## src/cpu_pkg.sv

```systemverilog
package cpu_pkg;

	localparam int XLEN = 32;
	localparam int MEM_WORDS = 256;
	localparam int MEM_AW = $clog2(MEM_WORDS);

	// instruction fields
	//   opcode [6:0], rd [11:7], fnct [14:12], rs1 [19:15], rs2 [24:20], fnct7 [31:25]
	// immediates
	//   I  = sext(ir[31:20])
	//   S  = sext({ir[31:25], ir[11:7]})
	//   SB = sext({ir[31:25], ir[11:7]}) << 1
	//   UJ = sext(ir[31:12]) << 1
	localparam logic [6:0] OP_R    = 7'b0000011;
	localparam logic [6:0] OP_R_I  = 7'b1000011;
	localparam logic [6:0] OP_I    = 7'b0000111;
	localparam logic [6:0] OP_S    = 7'b0001111;
	localparam logic [6:0] OP_SB   = 7'b0010011;
	localparam logic [6:0] OP_UJ   = 7'b0001011;
	localparam logic [6:0] OP_HALT = 7'b0000000;

	localparam logic [1:0] IMM_I  = 2'd0;
	localparam logic [1:0] IMM_S  = 2'd1;
	localparam logic [1:0] IMM_SB = 2'd2;
	localparam logic [1:0] IMM_UJ = 2'd3;

	typedef enum logic [3:0] {
		ALU_ADD  = 4'd0,
		ALU_SLT  = 4'd1,
		ALU_SLTU = 4'd2,
		ALU_AND  = 4'd3,
		ALU_OR   = 4'd4,
		ALU_XOR  = 4'd5,
		ALU_SLL  = 4'd6,
		ALU_SRL  = 4'd7,
		ALU_SUB  = 4'd8,
		ALU_SRA  = 4'd9
	} alu_op_t;

	// load width
	typedef enum logic [1:0] {
		EXT_W = 2'd0,
		EXT_H = 2'd1,
		EXT_B = 2'd2
	} ext_t;

	typedef struct packed {
		alu_op_t    alu_op;
		logic       src_imm;
		logic [1:0] imm_kind;
		logic       signed_ext;
		ext_t       ext;
		logic       we_r;
		logic       we_m;
		logic       mem_rd;
		logic       brch;
		logic       jump;
		logic       wb_pc4;
		logic [3:0] byte_en;
		logic       halt;
	} ctrl_t;

	typedef struct packed {
		logic            req;
		logic            we;
		logic [3:0]      be;
		logic [XLEN-1:0] addr;
		logic [XLEN-1:0] wdata;
	} mem_req_t;

endpackage

```

## src/mem_arbiter.sv

```systemverilog
`timescale 1ns/1ps

module mem_arbiter (
	input  logic                     clk,
	input  logic                     rst_n,
	input  cpu_pkg::mem_req_t        host_req,
	input  cpu_pkg::mem_req_t        core_req,
	output logic                     core_gnt,
	output cpu_pkg::mem_req_t        mem_req,
	input  logic [cpu_pkg::XLEN-1:0] mem_rdata,
	output logic [cpu_pkg::XLEN-1:0] host_rdata,
	output logic [cpu_pkg::XLEN-1:0] core_rdata
);

	logic                     host_q;
	logic                     core_q;
	logic [cpu_pkg::XLEN-1:0] host_hold;
	logic [cpu_pkg::XLEN-1:0] core_hold;

	// host always wins
	assign core_gnt = core_req.req & ~host_req.req;

	always_comb begin
		if (host_req.req)
			mem_req = host_req;
		else if (core_gnt)
			mem_req = core_req;
		else
			mem_req = '0;
	end

	// who owns the returning read data
	always_ff @(posedge clk) begin
		if (!rst_n) begin
			host_q <= 1'b0;
			core_q <= 1'b0;
		end else begin
			host_q <= host_req.req;
			core_q <= core_gnt;
		end
	end

	always_ff @(posedge clk) begin
		host_hold <= host_rdata;
		core_hold <= core_rdata;
	end

	assign host_rdata = host_q ? mem_rdata : host_hold;
	assign core_rdata = core_q ? mem_rdata : core_hold;

endmodule

```

## config.mk

```make
export PLATFORM = sky130hd
export DESIGN_NAME = mem_arbiter
export DESIGN_NICKNAME = d
export VERILOG_FILES = /design/src/cpu_pkg.sv /design/src/mem_arbiter.sv
export SDC_FILE = /design/constraint.sdc
export NUM_CORES = 1
export LEC_CHECK = 0
export ABC_AREA = 1
export BUFFER_PORTS_ARGS = -buffer_cell sky130_fd_sc_hd__buf_2
export CORE_AREA = 2 2 119 121
export CTS_CLUSTER_SIZE = 14
export DETAILED_ROUTE_END_ITERATION = 8
export DIE_AREA = 0 0 121 123
export GPL_TIMING_DRIVEN = 1
export PLACE_DENSITY_LB_ADDON = 0.25
export RECOVER_POWER = 100
export SLEW_MARGIN = 10
export SYNTH_ARGS = -nofsm -noshare
export SYNTH_HDL_FRONTEND = slang
export SYNTH_SLANG_ARGS = --single-unit
export TNS_END_PERCENT = 30
```

## constraint.sdc

```tcl
create_clock -name clk -period 0.8 [get_ports clk]
set_input_delay 0.04 -clock clk [delete_from_list [all_inputs] [get_ports clk]]
set_output_delay 0.04 -clock clk [all_outputs]
set_load 0.05 [all_outputs]
```

Yosys cells after proc, flatten, opt, wreduce, memory -nomap -nowiden --
Index checks and enable logic that the tools add are counted.
Storage, ports and cells: bits in registers 66, word-level logic and storage cells 10, output and inout bits 135
Operators by class: bitwise operators 2, multiplexer cells 4
Operator list (count):
- $mux W70 | 2
- $mux W32 | 2
- $and A1 B1 Y1 | 1
- $not A1 Y1 | 1

Longest topological paths before layout --
word-level depth 4, mapped depth 5

Worst setup path before layout --
No wires, ideal clock.
path type flip-flop to flip-flop, start point register core_q, end point register core_hold[0] (netlist name), data arrival time 1566 ps, cell stages (with the launch flop) 3, data required time 555 ps, buffers on the path 1, slack -1012 ps, period minus slack after synthesis 1812 ps, cells stage by stage dfxtp_1 buf_2 o21ai_0
On the way: word-level cells in the longest chain between the ends 1
Ends and longest elaborated chain:
- from (decl) | RTL line mem_arbiter.sv:16 | logic core_q;
- from (signal assigned) | RTL line mem_arbiter.sv:39 | core_q <= core_gnt;
- $mux W32 | RTL line mem_arbiter.sv:49 | assign core_rdata = core_q ? mem_rdata : core_hold;
- via core_rdata, one bit | RTL line mem_arbiter.sv:12 | output logic [cpu_pkg::XLEN-1:0] core_rdata
- to (signal assigned) | RTL line mem_arbiter.sv:45 | core_hold <= core_rdata;
- to (decl) | RTL line mem_arbiter.sv:18 | logic [cpu_pkg::XLEN-1:0] core_hold;
The timed path passes the listed nets, and every way through them passes these cells. A chain may end at the register's enable or synchronous reset.

Worst setup path in the final report --
start point register core_q, end point output port core_rdata[27] (netlist name)
On the way: word-level cells in the longest chain between the ends 1
Ends and longest elaborated chain (RTL line):
- $mux W32 | mem_arbiter.sv:49
- to (decl) | mem_arbiter.sv:12
Every way passes these cells.

==> flow_metrics.env <==
export IMPL_status="complete, but fails checks"
export IMPL_failed_checks="negative hold slack, negative setup slack"
export IMPL_ys_async_sr_fraction=0
export IMPL_p_leak_nw=4.14
export IMPL_yosys_area_share_xor_xnor=0
export IMPL_syn_area_mm2=0.00377
export IMPL_hold_path_end="host_hold[10]"
export IMPL_r2r_cells=6
export IMPL_crit_type="reg -> out"
export IMPL_via_count=4555
export IMPL_clock_skew_final_ns=0.0109
export IMPL_overflow=0
export IMPL_synthSimpleGateAreaFrac=0.391
export IMPL_cts_sinks=66
export IMPL_seq_area_frac_synth=0.350
export IMPL_arrival_ns=1.39
export IMPL_die_area_mm2=0.0149
export IMPL_hpwlAfterDp_mm=10.9
export IMPL_coreArea_mm2=0.0136
export IMPL_clk_pin_slew_ns=0.06
export IMPL_yosysMostFrequentCell="nand2_1"
export IMPL_fmax_ghz=0.702
export IMPL_synth_compound_area_frac=0.0849
export IMPL_root_buffer="clkbuf_16"
export IMPL_final_setup_viol_count=162
export IMPL_powerDensity_mw_per_mm2=2030
export IMPL_yosysTopAreaCell="dfxtp_1"
export IMPL_min_path_type="in -> reg"
export IMPL_min_period_ns=1.43
export IMPL_start_util=0.277
export IMPL_diodes=0
export IMPL_yosysWarnings=0
export IMPL_synthCells=510
export IMPL_place_congestion=0.787
export IMPL_vdd_drop_max_uv=1380
export IMPL_antenna_found_initial=0
export IMPL_ys_types=15
export IMPL_holdWs_ns=-0.0486
export IMPL_ys_seq_elements=66
export IMPL_row_count=43
export IMPL_hold_start="mem_rdata[10]"
export IMPL_whs_path_depth=3
export IMPL_crit_path_start_kind="flop"
export IMPL_cp_required_ns=0.76
export IMPL_die_h_um=123
export IMPL_r2r_start="core_q"
export IMPL_die_w_um=121
export IMPL_syn_avg_cell_area_um2=7.40
export IMPL_clockBufferDepth=2
export IMPL_cts_made_buffers=9
export IMPL_yosysTopAreaCellShare=0.350
export IMPL_ff2ff_setup_slack_ns=-0.37
export IMPL_drtIter0Drc=178
export IMPL_area_delta_synth_final_pct=121
export IMPL_hold_buffers=1
export IMPL_antenna_left=0
export IMPL_hold_viol_final=33
export IMPL_post_route_period_util=1.78
export IMPL_finish_utilization=0.614
export IMPL_synth_top_family_by_area="simple AND/OR/NAND/NOR gates"
export IMPL_tightest_slew_ns=0.287
export IMPL_wire_per_inst_um=15.0
export IMPL_grt_use_total=0.181
export IMPL_grt_start_max_net_pins=37
export IMPL_timing_rr_end="core_hold[27]"
export IMPL_insertion_delay_ns=0.33
export IMPL_muxShareOfSynthArea=0
export IMPL_synth_edf_count=0
export IMPL_dr_pass1_iters=4
export IMPL_dpl_cell_area_mm2=0.00659
export IMPL_drc=0
export IMPL_syn_nets=684
export IMPL_ios=309
export IMPL_maxCapViolCount=0
export IMPL_relSlewSlack=0.810
export IMPL_synthTopCellsByCount="203 x nand2_1, 69 x nand3_2, 66 x dfxtp_1, 66 x inv_1, 56 x o21ai_1"
export IMPL_critical_path_endpoint_type="output pin"
export IMPL_rsz0062_at_grt="yes"
export IMPL_critPathMaxFanout=7
export IMPL_synth_main_ff_cell="dfxtp_1"
export IMPL_htree_num_levels=3
export IMPL_wirelength_mm=15.7
export IMPL_routed_via_density=4.35
export IMPL_drv_slew=0
export IMPL_synth_fa_ha_area_frac=0
export IMPL_drive_gt1_frac=0.692
export IMPL_grt_pass1_vias=4313
export IMPL_grt_pass1_wl_mm=21.5
export IMPL_portBuffers=308
export IMPL_fin_area_mm2=0.00836
export IMPL_setup_tns_ns=-45.08
export IMPL_layout_nets=1036
export IMPL_worst_slack_ns=-0.625
export IMPL_synth_top_cells_by_area="dfxtp_1 35%, nand2_1 20%, nand3_2 18%, o21ai_1 7.4%, inv_1 6.6%"
export IMPL_tritoncts="yes"
==> cells by family (layout without fill, tap and decap cells) <==
family                 Yosys count  in the layout
buffers and inverters          105            462
AOI/OAI and AO/OA               64             64
DFF                             66             66
and+or+nand+nor                275            275
==> power by group <==
part | internal [mW] | switching, mW
Clock | 3.33 | 1.47
Combinational | 3.29 | 4.96
Sequential | 3.79 | 0.136
==> area by class of cell <==
type | count | area [um^2]
Clock inverter | 5 | 106
Sequential cell | 66 | 1330
Inverter | 68 | 268
Timing Repair Buffer | 378 | 3450
Clock buffer | 11 | 264
Multi-Input combinational cell | 339 | 2720
Fill cell | 1114 | 5250
Tap cell | 180 | 225
==> critical path, cell delays in order (launching register included) <==
cell       delay (ns)
dfxtp_4          0.38
buf_6            0.14
clkbuf_16        0.17
o21ai_4          0.18
buf_6            0.18
==> per-layer routing <==
layer / global-route usage / vias up / share of wire
met2: 0.318 / 181 / 0.53
met4: 0.0552 / 0 / 0.022
met3: 0.0461 / 21 / 0.064
met5: 0 / - / 0
met1: 0.218 / 2070 / 0.38
li1: - / 2283 / -
==> through the flow <==
stage / setup slack (ns) / power (mW) / instances
2_1_floorplan: -0.277 / 8.86 / 510
3_5_place_dp: -0.341 / 10.7 / 1008
3_3_place_gp: -0.330 / 10.6 / 1008
6_report: -0.625 / 17.0 / 1047
4_1_cts: -0.597 / 16.6 / 1025
5_1_grt: -0.651 / 17.6 / 1047
==> state kept, by name, summed over array words and instances, names as in the netlist <==
register / cells
core_hold: 32
core_q: 1
host_hold: 32
host_q: 1
==> how the worst max path moves through the flow <==
stage / startpoint / to / slack [ns] / cells after the start
6_report: core_q / core_rdata[27] / -0.63 / 4
5_1_grt: core_q / core_rdata[27] / -0.65 / 4
4_1_cts: core_q / core_rdata[8] / -0.60 / 4
2_1_floorplan: core_q / core_hold[10] / -0.28 / 3
3_3_place_gp: core_q / core_rdata[13] / -0.33 / 4
3_5_place_dp: core_q / core_rdata[14] / -0.34 / 4
==> cells in the final DEF, fill, tap and decap left out, drive strengths merged <==
cell | Yosys | routed
clkinv | 0 | 1
clkinvlp | 0 | 1
nor2 | 1 | 1
or2 | 1 | 1
o21ai | 64 | 64
inv | 68 | 68
dfxtp | 66 | 66
buf | 37 | 369
nand3 | 69 | 69
dlygate4sd3 | 0 | 1
clkbuf | 0 | 19
nand2 | 204 | 204
bufinv | 0 | 3
==> repair_timing <==
action | in CTS | in global routing
hold endpoints to repair | 46 | 33
resized for setup | 300 | 51
setup buffers | 0 | 14
pin swaps | 0 | 10
gates cloned | 0 | 9
setup endpoints to repair | 198 | 194
Power figures use the tool's default switching activity.
