**src/cpu_pkg.sv**
```systemverilog
package cpu_pkg;

	localparam int XLEN = 32;
	localparam int MEM_WORDS = 256;
	localparam int MEM_AW = $clog2(MEM_WORDS);

	// instruction fields
	//   opcode [6:0], rd [11:7], fnct [14:12], rs1 [19:15], rs2 [24:20], fnct7 [31:25]
	// immediates
	//   I  = sext(ir[31:20])
	//   S  = sext({ir[31:25], ir[11:7]})
	//   SB = sext({ir[31:25], ir[11:7]}) << 1
	//   UJ = sext(ir[31:12]) << 1
	localparam logic [6:0] OP_R    = 7'b0000011;
	localparam logic [6:0] OP_R_I  = 7'b1000011;
	localparam logic [6:0] OP_I    = 7'b0000111;
	localparam logic [6:0] OP_S    = 7'b0001111;
	localparam logic [6:0] OP_SB   = 7'b0010011;
	localparam logic [6:0] OP_UJ   = 7'b0001011;
	localparam logic [6:0] OP_HALT = 7'b0000000;

	localparam logic [1:0] IMM_I  = 2'd0;
	localparam logic [1:0] IMM_S  = 2'd1;
	localparam logic [1:0] IMM_SB = 2'd2;
	localparam logic [1:0] IMM_UJ = 2'd3;

	typedef enum logic [3:0] {
		ALU_ADD  = 4'd0,
		ALU_SLT  = 4'd1,
		ALU_SLTU = 4'd2,
		ALU_AND  = 4'd3,
		ALU_OR   = 4'd4,
		ALU_XOR  = 4'd5,
		ALU_SLL  = 4'd6,
		ALU_SRL  = 4'd7,
		ALU_SUB  = 4'd8,
		ALU_SRA  = 4'd9
	} alu_op_t;

	// load width
	typedef enum logic [1:0] {
		EXT_W = 2'd0,
		EXT_H = 2'd1,
		EXT_B = 2'd2
	} ext_t;

	typedef struct packed {
		alu_op_t    alu_op;
		logic       src_imm;
		logic [1:0] imm_kind;
		logic       signed_ext;
		ext_t       ext;
		logic       we_r;
		logic       we_m;
		logic       mem_rd;
		logic       brch;
		logic       jump;
		logic       wb_pc4;
		logic [3:0] byte_en;
		logic       halt;
	} ctrl_t;

	typedef struct packed {
		logic            req;
		logic            we;
		logic [3:0]      be;
		logic [XLEN-1:0] addr;
		logic [XLEN-1:0] wdata;
	} mem_req_t;

endpackage

```
**src/cpu_alu.sv**
```systemverilog
`timescale 1ns/1ps

module cpu_alu (
	input  logic [cpu_pkg::XLEN-1:0] a,
	input  logic [cpu_pkg::XLEN-1:0] b,
	input  cpu_pkg::alu_op_t         op,
	output logic [cpu_pkg::XLEN-1:0] y,
	output logic                     zero,
	output logic                     less
);

	logic       lt_s;
	logic       lt_u;
	logic [4:0] shamt;

	assign lt_s = $signed(a) < $signed(b);
	assign lt_u = a < b;
	assign shamt = b[4:0];

	always_comb begin
		case (op)
			cpu_pkg::ALU_ADD:  y = a + b;
			cpu_pkg::ALU_SUB:  y = a - b;
			cpu_pkg::ALU_SLT:  y = {{(cpu_pkg::XLEN-1){1'b0}}, lt_s};
			cpu_pkg::ALU_SLTU: y = {{(cpu_pkg::XLEN-1){1'b0}}, lt_u};
			cpu_pkg::ALU_AND:  y = a & b;
			cpu_pkg::ALU_OR:   y = a | b;
			cpu_pkg::ALU_XOR:  y = a ^ b;
			cpu_pkg::ALU_SLL:  y = a << shamt;
			cpu_pkg::ALU_SRL:  y = a >> shamt;
			cpu_pkg::ALU_SRA:  y = $signed(a) >>> shamt;
			default:           y = '0;
		endcase
	end

	assign zero = (y == '0);
	// unsigned view only for sltu
	assign less = (op == cpu_pkg::ALU_SLTU) ? lt_u : lt_s;

endmodule

```
**src/cpu_cntr.sv**
```systemverilog
`timescale 1ns/1ps

module cpu_cntr (
	input  logic [6:0]     opcode,
	input  logic [2:0]     fnct,
	input  logic [6:0]     fnct7,
	output cpu_pkg::ctrl_t ctrl
);

	always_comb begin
		// default is a no-write nop
		ctrl = '0;
		case (opcode)
			cpu_pkg::OP_R: begin
				if (fnct7 == 7'b0000000) begin
					ctrl.we_r = 1'b1;
					case (fnct)
						3'b000: ctrl.alu_op = cpu_pkg::ALU_ADD;
						3'b001: ctrl.alu_op = cpu_pkg::ALU_SLT;
						3'b010: ctrl.alu_op = cpu_pkg::ALU_SLTU;
						3'b011: ctrl.alu_op = cpu_pkg::ALU_AND;
						3'b100: ctrl.alu_op = cpu_pkg::ALU_OR;
						3'b101: ctrl.alu_op = cpu_pkg::ALU_XOR;
						3'b110: ctrl.alu_op = cpu_pkg::ALU_SLL;
						default: ctrl.alu_op = cpu_pkg::ALU_SRL;
					endcase
				end else if (fnct7 == 7'b0100000) begin
					ctrl.we_r = (fnct == 3'b000) || (fnct == 3'b001);
					ctrl.alu_op = (fnct == 3'b001) ? cpu_pkg::ALU_SRA : cpu_pkg::ALU_SUB;
				end
			end
			cpu_pkg::OP_R_I: begin
				ctrl.we_r = 1'b1;
				ctrl.src_imm = 1'b1;
				ctrl.imm_kind = cpu_pkg::IMM_I;
				case (fnct)
					3'b000: ctrl.alu_op = cpu_pkg::ALU_ADD;
					3'b001: ctrl.alu_op = cpu_pkg::ALU_SLT;
					3'b010: ctrl.alu_op = cpu_pkg::ALU_AND;
					3'b011: ctrl.alu_op = cpu_pkg::ALU_OR;
					3'b100: ctrl.alu_op = cpu_pkg::ALU_XOR;
					3'b101: ctrl.alu_op = cpu_pkg::ALU_SLL;
					3'b110: ctrl.alu_op = cpu_pkg::ALU_SRL;
					default: ctrl.alu_op = cpu_pkg::ALU_SRA;
				endcase
			end
			cpu_pkg::OP_I: begin
				ctrl.src_imm = 1'b1;
				ctrl.imm_kind = cpu_pkg::IMM_I;
				ctrl.ext = (fnct >= 3'b100) ? cpu_pkg::EXT_B :
					(fnct >= 3'b010) ? cpu_pkg::EXT_H : cpu_pkg::EXT_W;
				// even codes 010 and 100 are the signed loads
				ctrl.signed_ext = (fnct == 3'b010) || (fnct == 3'b100);
				ctrl.mem_rd = (fnct >= 3'b001) && (fnct <= 3'b101);
				ctrl.we_r = ctrl.mem_rd;
			end
			cpu_pkg::OP_S: begin
				ctrl.src_imm = 1'b1;
				ctrl.imm_kind = cpu_pkg::IMM_S;
				case (fnct)
					3'b001: ctrl.byte_en = 4'b0001;
					3'b010: ctrl.byte_en = 4'b1111;
					3'b011: ctrl.byte_en = 4'b0011;
					default: ctrl.byte_en = 4'b0000;
				endcase
				ctrl.we_m = |ctrl.byte_en;
			end
			cpu_pkg::OP_SB: begin
				ctrl.imm_kind = cpu_pkg::IMM_SB;
				ctrl.alu_op = (fnct == 3'b110) ? cpu_pkg::ALU_SLTU : cpu_pkg::ALU_SUB;
				ctrl.brch = fnct inside {3'b000, 3'b001, 3'b100, 3'b110};
			end
			cpu_pkg::OP_UJ: begin
				ctrl.imm_kind = cpu_pkg::IMM_UJ;
				ctrl.jump = 1'b1;
				ctrl.wb_pc4 = 1'b1;
				ctrl.we_r = 1'b1;
			end
			cpu_pkg::OP_HALT: ctrl.halt = 1'b1;
			default: ctrl.halt = 1'b0;
		endcase
	end

endmodule

```
**src/cpu_core.sv**
```systemverilog
`timescale 1ns/1ps

module cpu_core (
	input  logic                     clk,
	input  logic                     rst_n,
	input  logic                     run,
	output cpu_pkg::mem_req_t        core_req,
	input  logic                     core_gnt,
	input  logic [cpu_pkg::XLEN-1:0] core_rdata,
	output logic                     halted
);

	typedef enum logic [2:0] {S_IDLE, S_FETCH, S_DECODE, S_EXEC, S_MEM, S_WB} state_t;

	state_t                   state;
	cpu_pkg::ctrl_t           ctrl;
	logic [cpu_pkg::XLEN-1:0] pc, pc4, pc_next, ir, imm;
	logic [cpu_pkg::XLEN-1:0] rd1, rd2, alu_b, alu_y, ld_data, wd;
	logic [15:0]              ld_half;
	logic [7:0]               ld_byte;
	logic [1:0]               off;
	logic                     zero, less, br_cond, rf_we;

	cpu_cntr u_cntr (.opcode(ir[6:0]), .fnct(ir[14:12]), .fnct7(ir[31:25]), .ctrl(ctrl));

	cpu_regfile u_rf (
		.clk, .rst_n, .ra1(ir[19:15]), .ra2(ir[24:20]), .rd1, .rd2,
		.wa(ir[11:7]), .wd, .we(rf_we)
	);

	cpu_alu u_alu (.a(rd1), .b(alu_b), .op(ctrl.alu_op), .y(alu_y), .zero, .less);

	always_comb begin
		case (ctrl.imm_kind)
			cpu_pkg::IMM_I:  imm = {{20{ir[31]}}, ir[31:20]};
			cpu_pkg::IMM_S:  imm = {{20{ir[31]}}, ir[31:25], ir[11:7]};
			cpu_pkg::IMM_SB: imm = {{19{ir[31]}}, ir[31:25], ir[11:7], 1'b0};
			default:         imm = {{11{ir[31]}}, ir[31:12], 1'b0};
		endcase
	end

	assign alu_b = ctrl.src_imm ? imm : rd2;
	assign pc4 = pc + 32'd4;
	assign off = alu_y[1:0];

	// beq, bne, then blt/bltu through less
	assign br_cond = (ir[14:12] == 3'b000) ? zero : (ir[14:12] == 3'b001) ? !zero : less;
	assign pc_next = ((ctrl.brch && br_cond) || ctrl.jump) ? pc + imm : pc4;

	// load lane select and extension
	assign ld_half = off[1] ? core_rdata[31:16] : core_rdata[15:0];
	assign ld_byte = core_rdata[{off, 3'b000} +: 8];
	always_comb begin
		case (ctrl.ext)
			cpu_pkg::EXT_H: ld_data = {{16{ctrl.signed_ext & ld_half[15]}}, ld_half};
			cpu_pkg::EXT_B: ld_data = {{24{ctrl.signed_ext & ld_byte[7]}}, ld_byte};
			default:        ld_data = core_rdata;
		endcase
	end

	assign wd = (state == S_WB) ? ld_data : (ctrl.wb_pc4 ? pc4 : alu_y);
	assign rf_we = (state == S_WB) || (state == S_EXEC && ctrl.we_r && !ctrl.mem_rd);

	always_comb begin
		core_req = '0;
		if (state == S_FETCH) begin
			core_req.req = 1'b1;
			core_req.addr = pc;
		end else if (state == S_MEM) begin
			core_req.req = 1'b1;
			core_req.we = ctrl.we_m;
			core_req.be = ctrl.we_m ? (ctrl.byte_en << off) : 4'b0000;
			core_req.addr = alu_y;
			core_req.wdata = rd2 << {off, 3'b000};
		end
	end

	always_ff @(posedge clk) begin
		if (!rst_n) begin
			state <= S_IDLE;
			pc <= '0;
			ir <= '0;
			halted <= 1'b0;
		end else begin
			case (state)
				S_IDLE: begin
					if (!run) begin
						halted <= 1'b0;
						pc <= '0;
					end else if (!halted) begin
						state <= S_FETCH;
					end
				end
				S_FETCH: begin
					if (core_gnt)
						state <= S_DECODE;
				end
				S_DECODE: begin
					ir <= core_rdata;
					state <= S_EXEC;
				end
				S_EXEC: begin
					if (ctrl.halt) begin
						halted <= 1'b1;
						state <= S_IDLE;
					end else if (ctrl.mem_rd || ctrl.we_m) begin
						state <= S_MEM;
					end else begin
						pc <= pc_next;
						state <= run ? S_FETCH : S_IDLE;
					end
				end
				S_MEM: begin
					if (core_gnt && ctrl.mem_rd) begin
						state <= S_WB;
					end else if (core_gnt) begin
						pc <= pc4;
						state <= run ? S_FETCH : S_IDLE;
					end
				end
				S_WB: begin
					pc <= pc4;
					state <= run ? S_FETCH : S_IDLE;
				end
				default: state <= S_IDLE;
			endcase
		end
	end

endmodule

```
**src/cpu_regfile.sv**
```systemverilog
`timescale 1ns/1ps

module cpu_regfile (
	input  logic                     clk,
	input  logic                     rst_n,
	input  logic [4:0]               ra1,
	input  logic [4:0]               ra2,
	output logic [cpu_pkg::XLEN-1:0] rd1,
	output logic [cpu_pkg::XLEN-1:0] rd2,
	input  logic [4:0]               wa,
	input  logic [cpu_pkg::XLEN-1:0] wd,
	input  logic                     we
);

	logic [cpu_pkg::XLEN-1:0] regs [32];

	always_ff @(posedge clk) begin
		if (!rst_n) begin
			for (int i = 0; i < 32; i++) begin
				regs[i] <= '0;
			end
		end else if (we && (wa != 5'd0)) begin
			regs[wa] <= wd;
		end
	end

	// x0 is never written, so it reads zero
	assign rd1 = regs[ra1];
	assign rd2 = regs[ra2];

endmodule

```
**config.mk**
```make
export PLATFORM = sky130hd
export DESIGN_NAME = cpu_core
export DESIGN_NICKNAME = d
export VERILOG_FILES = /design/src/cpu_pkg.sv /design/src/cpu_alu.sv /design/src/cpu_cntr.sv /design/src/cpu_core.sv /design/src/cpu_regfile.sv
export SDC_FILE = /design/constraint.sdc
export NUM_CORES = 2
export LEC_CHECK = 0
export BUFFER_PORTS_ARGS = -buffer_cell sky130_fd_sc_hd__buf_2
export CORE_UTILIZATION = 44
export CTS_CLUSTER_DIAMETER = 30
export DETAILED_ROUTE_END_ITERATION = 8
export PLACE_DENSITY = 0.56
export SYNTH_ARGS = -nofsm -noshare
export SYNTH_HDL_FRONTEND = slang
export SYNTH_HIERARCHICAL = 1
export SYNTH_SLANG_ARGS = --single-unit
export TNS_END_PERCENT = 20
```
**constraint.sdc**
```tcl
create_clock -name clk -period 15.95 [get_ports clk]
set_input_delay 0.7975 -clock clk [delete_from_list [all_inputs] [get_ports clk]]
set_output_delay 0.7975 -clock clk [all_outputs]
set_load 0.02 [all_outputs]
```
After elaboration in Yosys (flattened, before gate mapping)
Memories as Yosys holds them, arrays and structs flattened. A register that Yosys moved wholly into a read port is not among the register bits.
Cells that the tools add are included.
{"block": "totals", "out_inout_bits": 71, "mem_bits_rw": 1024, "n_memories": 1, "regBits": 68, "in_bits": 36}
{"block": "classes", "reduce_logical": 31, "n_eq_ne": 41, "n_addsub": 4, "muxes": 69, "n_lt_le_gt_ge": 6, "n_bitwise": 5, "shifts": 6}
{"memory": "u_rf.regs", "depth": 32, "width": 32, "read_ports": 2, "rd_clocked_by_memory_dff": 2, "write_ports": 32, "line": "cpu_regfile.sv:15", "rtl": "logic [cpu_pkg::XLEN-1:0] regs [32];"}
{"cell": "two-way mux 32 bit", "n": 12}
{"cell": "one-hot mux 32 bit (10 select lines)", "n": 1}
{"cell": "one-hot mux 32 bit (4 select lines)", "n": 1}
{"cell": "two-way mux 70 bit", "n": 1}
{"cell": "adder 32 bit", "n": 2}
{"cell": "< comparator 32 bit", "n": 2}
{"cell": "one-hot mux 32 bit (2 select lines)", "n": 1}
{"cell": "left shift 32 x 5 -> 32 bit", "n": 2}
{"cell": "one-hot mux 20 bit (3 select lines)", "n": 1}
{"cell": "adder 32 x 3 -> 32 bit, second input constant", "n": 1}
{"cell": "bitwise AND 32 bit", "n": 1}
{"cell": "logical NOT 32 bit", "n": 1}
{"cell": "OR 32 bit", "n": 1}
{"cell": "OR reduction 32 bit", "n": 1}
{"cell": "indexed part select 32 x 6 -> 8 bit", "n": 1}
{"cell": ">> shifter 32 x 5 -> 32 bit", "n": 1}
{"cell": ">>> shifter 32 x 5 -> 32 bit", "n": 1}
{"cell": "subtractor 32 bit", "n": 1}
{"cell": "XOR 32 bit", "n": 1}
{"cell": "two-way mux 5 bit", "n": 6}
{"cell": "one-hot mux 4 bit (7 select lines)", "n": 1}
{"cell": "two-way mux 3 bit", "n": 8}
{"cell": "two-way mux 4 bit", "n": 6}
{"cell": "one-hot mux 4 bit (3 select lines)", "n": 2}
{"cell": "other kinds (47)", "n": 106}

Depth between registers and ports, before layout
{"block": "depth", "depth_word": 17, "mapped_depth": 37, "depth_no_buf": 27}

Hierarchy
The synthesis kept the hierarchy.
{"mod": "cpu_regfile", "area_each_um2": 55715.9, "cells_per_inst": 4609, "n_inst": 1}
{"mod": "cpu_alu", "area_each_um2": 9406.5, "cells_per_inst": 1372, "n_inst": 1}
{"mod": "cpu_core", "area_each_um2": 8271.7, "cells_per_inst": 1180, "n_inst": 1}
{"mod": "cpu_cntr", "area_each_um2": 389.1, "cells_per_inst": 67, "n_inst": 1}

Least setup slack after synthesis
OpenSTA, ideal clock, no wires.
{"block": "synth_timing", "kind": "register -> register", "from": "register ir[3] (netlist name)", "to": "register pc[26] (netlist name)", "t_required_ps": 15871, "path_slack_ps": 7360, "synth_period_minus_slack_ps": 8590, "t_arrival_ps": 8511, "path_stages_with_launch": 32, "path_cell_list": "dfxtp_1 > or2_1 > or3_2 > o22ai_1 > clkbuf_1 > mux4_2 > mux2_2 > buf_2 > clkinv_1 > buf_1 > buf_1 > buf_2 > ha_1 > clkbuf_1 > a21o_1 > a221oi_2 > o21ai_0 > a221o_1 > a2111o_1 > or4bb_1 > nor4_1 > nand4_1 > or4_1 > nor4_2 > xor2_1 > o311ai_1 > a21o_1 > buf_2 > nor3_2 > nand2_1 > a2111o_1 > o211ai_1"}
{"item": "start, declared", "line": "cpu_core.sv:17", "rtl": "logic [cpu_pkg::XLEN-1:0] pc, pc4, pc_next, ir, imm;"}
{"item": "start signal, assigned", "line": "cpu_core.sv:99", "rtl": "ir <= core_rdata;"}
{"item": "end signal, assigned", "line": "cpu_core.sv:109", "rtl": "pc <= pc_next;"}
{"item": "end signal, assigned", "line": "cpu_core.sv:117", "rtl": "pc <= pc4;"}
{"item": "end signal, assigned", "line": "cpu_core.sv:122", "rtl": "pc <= pc4;"}
{"item": "end, declared", "line": "cpu_core.sv:17"}

Worst setup path in the final report
{"block": "layout_timing", "from": "register ir[21] (netlist name)", "to": "register pc[26] (netlist name)"}
{"block": "layout_between", "elab_chain_cells": 14, "word_cells_on_any_way": 25, "classes_between": "add/sub: 3; order compare: 2; shift: 3; mux: 10; bitwise: 3; reduce/logical: 4"}
{"item": "one-hot mux 20 bit (3 select lines) (*)", "line": "cpu_core.sv:34", "rtl": "case (ctrl.imm_kind)"}
{"item": "two-way mux 32 bit (*)", "line": "cpu_core.sv:42", "rtl": "assign alu_b = ctrl.src_imm ? imm : rd2;"}
{"item": "named net alu_b, one bit", "line": "cpu_core.sv:18", "rtl": "logic [cpu_pkg::XLEN-1:0] rd1, rd2, alu_b, alu_y, ld_data, wd;"}
{"item": "< comparator 32 bit, on equally long branches", "line": "cpu_alu.sv:17, cpu_alu.sv:16"}
{"item": "one-hot mux 32 bit (10 select lines) (*)", "line": "cpu_alu.sv:21", "rtl": "case (op)"}
{"item": "named net alu_y, one bit", "line": "cpu_core.sv:18"}
{"item": "logical NOT 32 bit (*)", "line": "cpu_alu.sv:36", "rtl": "assign zero = (y == '0);"}
{"item": "named net zero", "line": "cpu_core.sv:22", "rtl": "logic zero, less, br_cond, rf_we;"}
{"item": "logical NOT 1 bit", "line": "cpu_core.sv:47", "rtl": "assign br_cond = (ir[14:12] == 3'b000) ? zero : (ir[14:12] == 3'b001) ? !zero : less;"}
{"item": "two-way mux 1 bit", "line": "cpu_core.sv:47"}
{"item": "two-way mux 1 bit (*)", "line": "cpu_core.sv:47"}
{"item": "logical AND 1 bit (*)", "line": "cpu_core.sv:48", "rtl": "assign pc_next = ((ctrl.brch && br_cond) || ctrl.jump) ? pc + imm : pc4;"}
{"item": "logical OR 1 bit (*)", "line": "cpu_core.sv:48"}
{"item": "two-way mux 32 bit (*)", "line": "cpu_core.sv:48"}
{"item": "two-way mux 32 bit (*)", "line": "cpu_core.sv:106", "rtl": "end else if (ctrl.mem_rd || ctrl.we_m) begin"}
{"item": "two-way mux 32 bit (*)", "line": "cpu_core.sv:103", "rtl": "if (ctrl.halt) begin"}
{"item": "one-hot mux 32 bit (4 select lines) (*)", "line": "cpu_core.sv:85", "rtl": "case (state)"}
Mark *: on every way through the listed nets, which the timed path passes. The rest lies on a longest branch. The select of a mux whose other input is x is not followed.
A chain may end at the register's enable or synchronous reset.

==> run summary <==
Status: completed
Vias/cell: 6.600
RSZ-0062 raised after global routing: false
Area delta synth->final: 17.03%
Global-route wire length before repair: 454400 um
CP endpoint kind: register
GR Overflow Total: 0
Core area: 165700 um^2
Pwr/cell area: 149.6 nW/um^2
Mapped Cells: 7228
All-layer global routing usage: 0.3748
CTS Buffer Depth: 4
Peak Freq: 0.08934 GHz
Die area: 169300 um^2
Post-synth top cells: mux2i_1 (1121), and2_1 (1026), edfxtp_1 (1024)
Clk_lat worst skew: 920 ps
Max incr delay on CP: 860 ps
Vias: 63614
Post-synth design cell area: 73780 um^2
VDD IR-drop max: 0.1088 mV
Placed inst area: 76640 um^2
Most used cell, CP: buf_4
CTS tree: built
Hold Crit Class: in -> reg
Routed len/inst: 33.84 um
Cell taking the most area after synthesis: edfxtp_1
Clk sinks: 1092
Top Ports: 107
Critical path startpoint category: register
Initial core utilization: 0.4452
Largest net degree at the start of global routing: 108
Remaining DRCs: 0
Setup Fix Bufs, Post-CTS: 0
Worst hold margin: 212.2 ps
Top cells by area, synth: edfxtp_1 (42%), mux2i_1 (15%), and2_1 (8.7%)
CTS resizes: 0
Vias in the first global route: 60451
IO Port Bufs: 106
# rows: 149
Tmin final: 11190 ps
Initial antenna violation count: 19
Placer congestion estimate: 1.028
Final-report max-slew violation count: 0
Final Hold Fails: 0
Pre-antenna DRT Iters: 8
Die X: 411.5 um
Tcrit/Tclk final: 0.7017
Root Buffer: clkbuf_16
WP data required: 16770 ps
Design area: 86350 um^2
HPWL after DPL: 206700 um
Register area share after synthesis: 0.4352
Sum of negative setup slack: 0 ps
Setup crit start: ir[21]
Async S/R FF share, synth: 0
# setup viols final: 0
Die Ht: 411.5 um
H-Tree Depth: 5
R2R Setup Slk: 4760 ps
# hold bufs at CTS: 0
Worst R2R Start: ir[21]
Inserted Clock Buffers: 304
Synth warn: 6
Clock transition at path regs: 40 ps
Synth cell types: 108
Hold Crit Start: core_rdata[14]
Layout cells sized above 1: 0.1342
Starting DRT DRC Count: 8728
Most used DFF post-synth: edfxtp_1
Syn avg cell area: 10.21 um^2
Slew HR: 0.1289
Slowest CP cell: buf_4
LEAKAGE: 30.72 nW
Post-layout power: 12.92 mW
Least-Margin Pin Slew: 1301 ps
Most common cell in the synthesized netlist: mux2i_1
Area share of the largest cell type after synthesis: 0.4168
Nets@finish: 7395
Crit Path Max Fanout: 51
Crit Path Category: reg -> reg
WL final: 326100 um
Routed Antenna Nets: 0
Max-Cap Viols: 0
FF+latch count, synth: 1092
Layout Skew: 77.62 ps
CP arrival: 12020 ps
Number of flops mapped to enable cells by yosys: 1024
==> per-stage QoR <==
step / util / setup WS (ps) / std cells
floorplan: - / 7360 / 7259
global placement: 0.4624 / 5112 / 9101
detailed placement: 0.4624 / 4996 / 9101
CTS: 0.5208 / 5024 / 9628
global route: 0.5208 / 4405 / 9628
finish: 0.5210 / 4757 / 9639
==> flip-flops by register name, summed over array words and instances, names as in the netlist <==
signal,flops
pc,32
state,3
ir,32
halted,1
u_rf/regs,1024
==> area by class of cell <==
cell class	instances	area, um^2
diodes	11	27.53
clock buffers	363	7964
clock inverters	164	1717
fillers	14500	79390
inverters	139	521.8
multi-input cells	5377	39090
flip-flops and latches	1092	32120
well taps	2189	2739
repair buffers	304	2170
==> kinds of logic (layout without fill, tap and decap cells) <==
| family | after synthesis | in the layout | share of synthesized area |
|---|---|---|---|
| mux | 1214 | 1214 | 0.1715 |
| other cells | 1 | 43 | 0.00005082 |
| simple gates | 2372 | 2372 | 0.1737 |
| buf+inv | 790 | 970 | 0.04624 |
| xor+xnor | 55 | 55 | 0.006529 |
| compound gates | 1563 | 1563 | 0.1426 |
| fa+ha+maj | 141 | 141 | 0.02422 |
| flops | 1092 | 1092 | 0.4352 |
==> critical path: cells and delay by family (launching register included) <==
family | cells | cell delay (ps)
AOI/OAI and AO/OA | 12 | 3780
and+or+nand+nor | 8 | 2970
muxes | 2 | 750
adders and majority gates | 1 | 420
xor gates and xnor gates | 1 | 180
DFF | 1 | 830
buffers and inverters | 4 | 2010
==> path summary, 6_finish.rpt <==
kind         endpoint  cells after the start
max            pc[26]                     28
min            ir[14]                      3
max reg2reg    pc[26]                     28
min reg2reg     ir[1]                      2
==> cell usage in the layout (no fill, tap or decap), drive strengths merged, types with 66 or more instances in the layout <==
master,n
mux2i,1121
and2,1027
edfxtp,1024
nand2,460
a21oi,436
clkbuf,363
buf,304
nor2,268
nand3,263
a22oi,226
o21ai,194
a22o,161
inv,142
ha,138
nor3,120
clkinv,112
a31oi,90
dfxtp,68
o211ai,66
==> metal layers <==
metal | GRT usage | up-vias | share of wire
met3 | 0.08867 | 898 | 0.11
met2 | 0.5695 | 4009 | 0.44
met1 | 0.4944 | 31857 | 0.40
li1 | - | 26844 | -
met4 | 0.1975 | 6 | 0.057
met5 | 0 | - | 0.00013
==> power breakdown <==
part / internal, mW / total [mW] / switching (mW)
logic: 1.00 / 3.80 / 2.80
registers: 3.24 / 3.32 / 0.0760
clock network: 4.03 / 5.80 / 1.77
total: 8.27 / 12.9 / 4.65
Power figures use the tool's default switching activity.
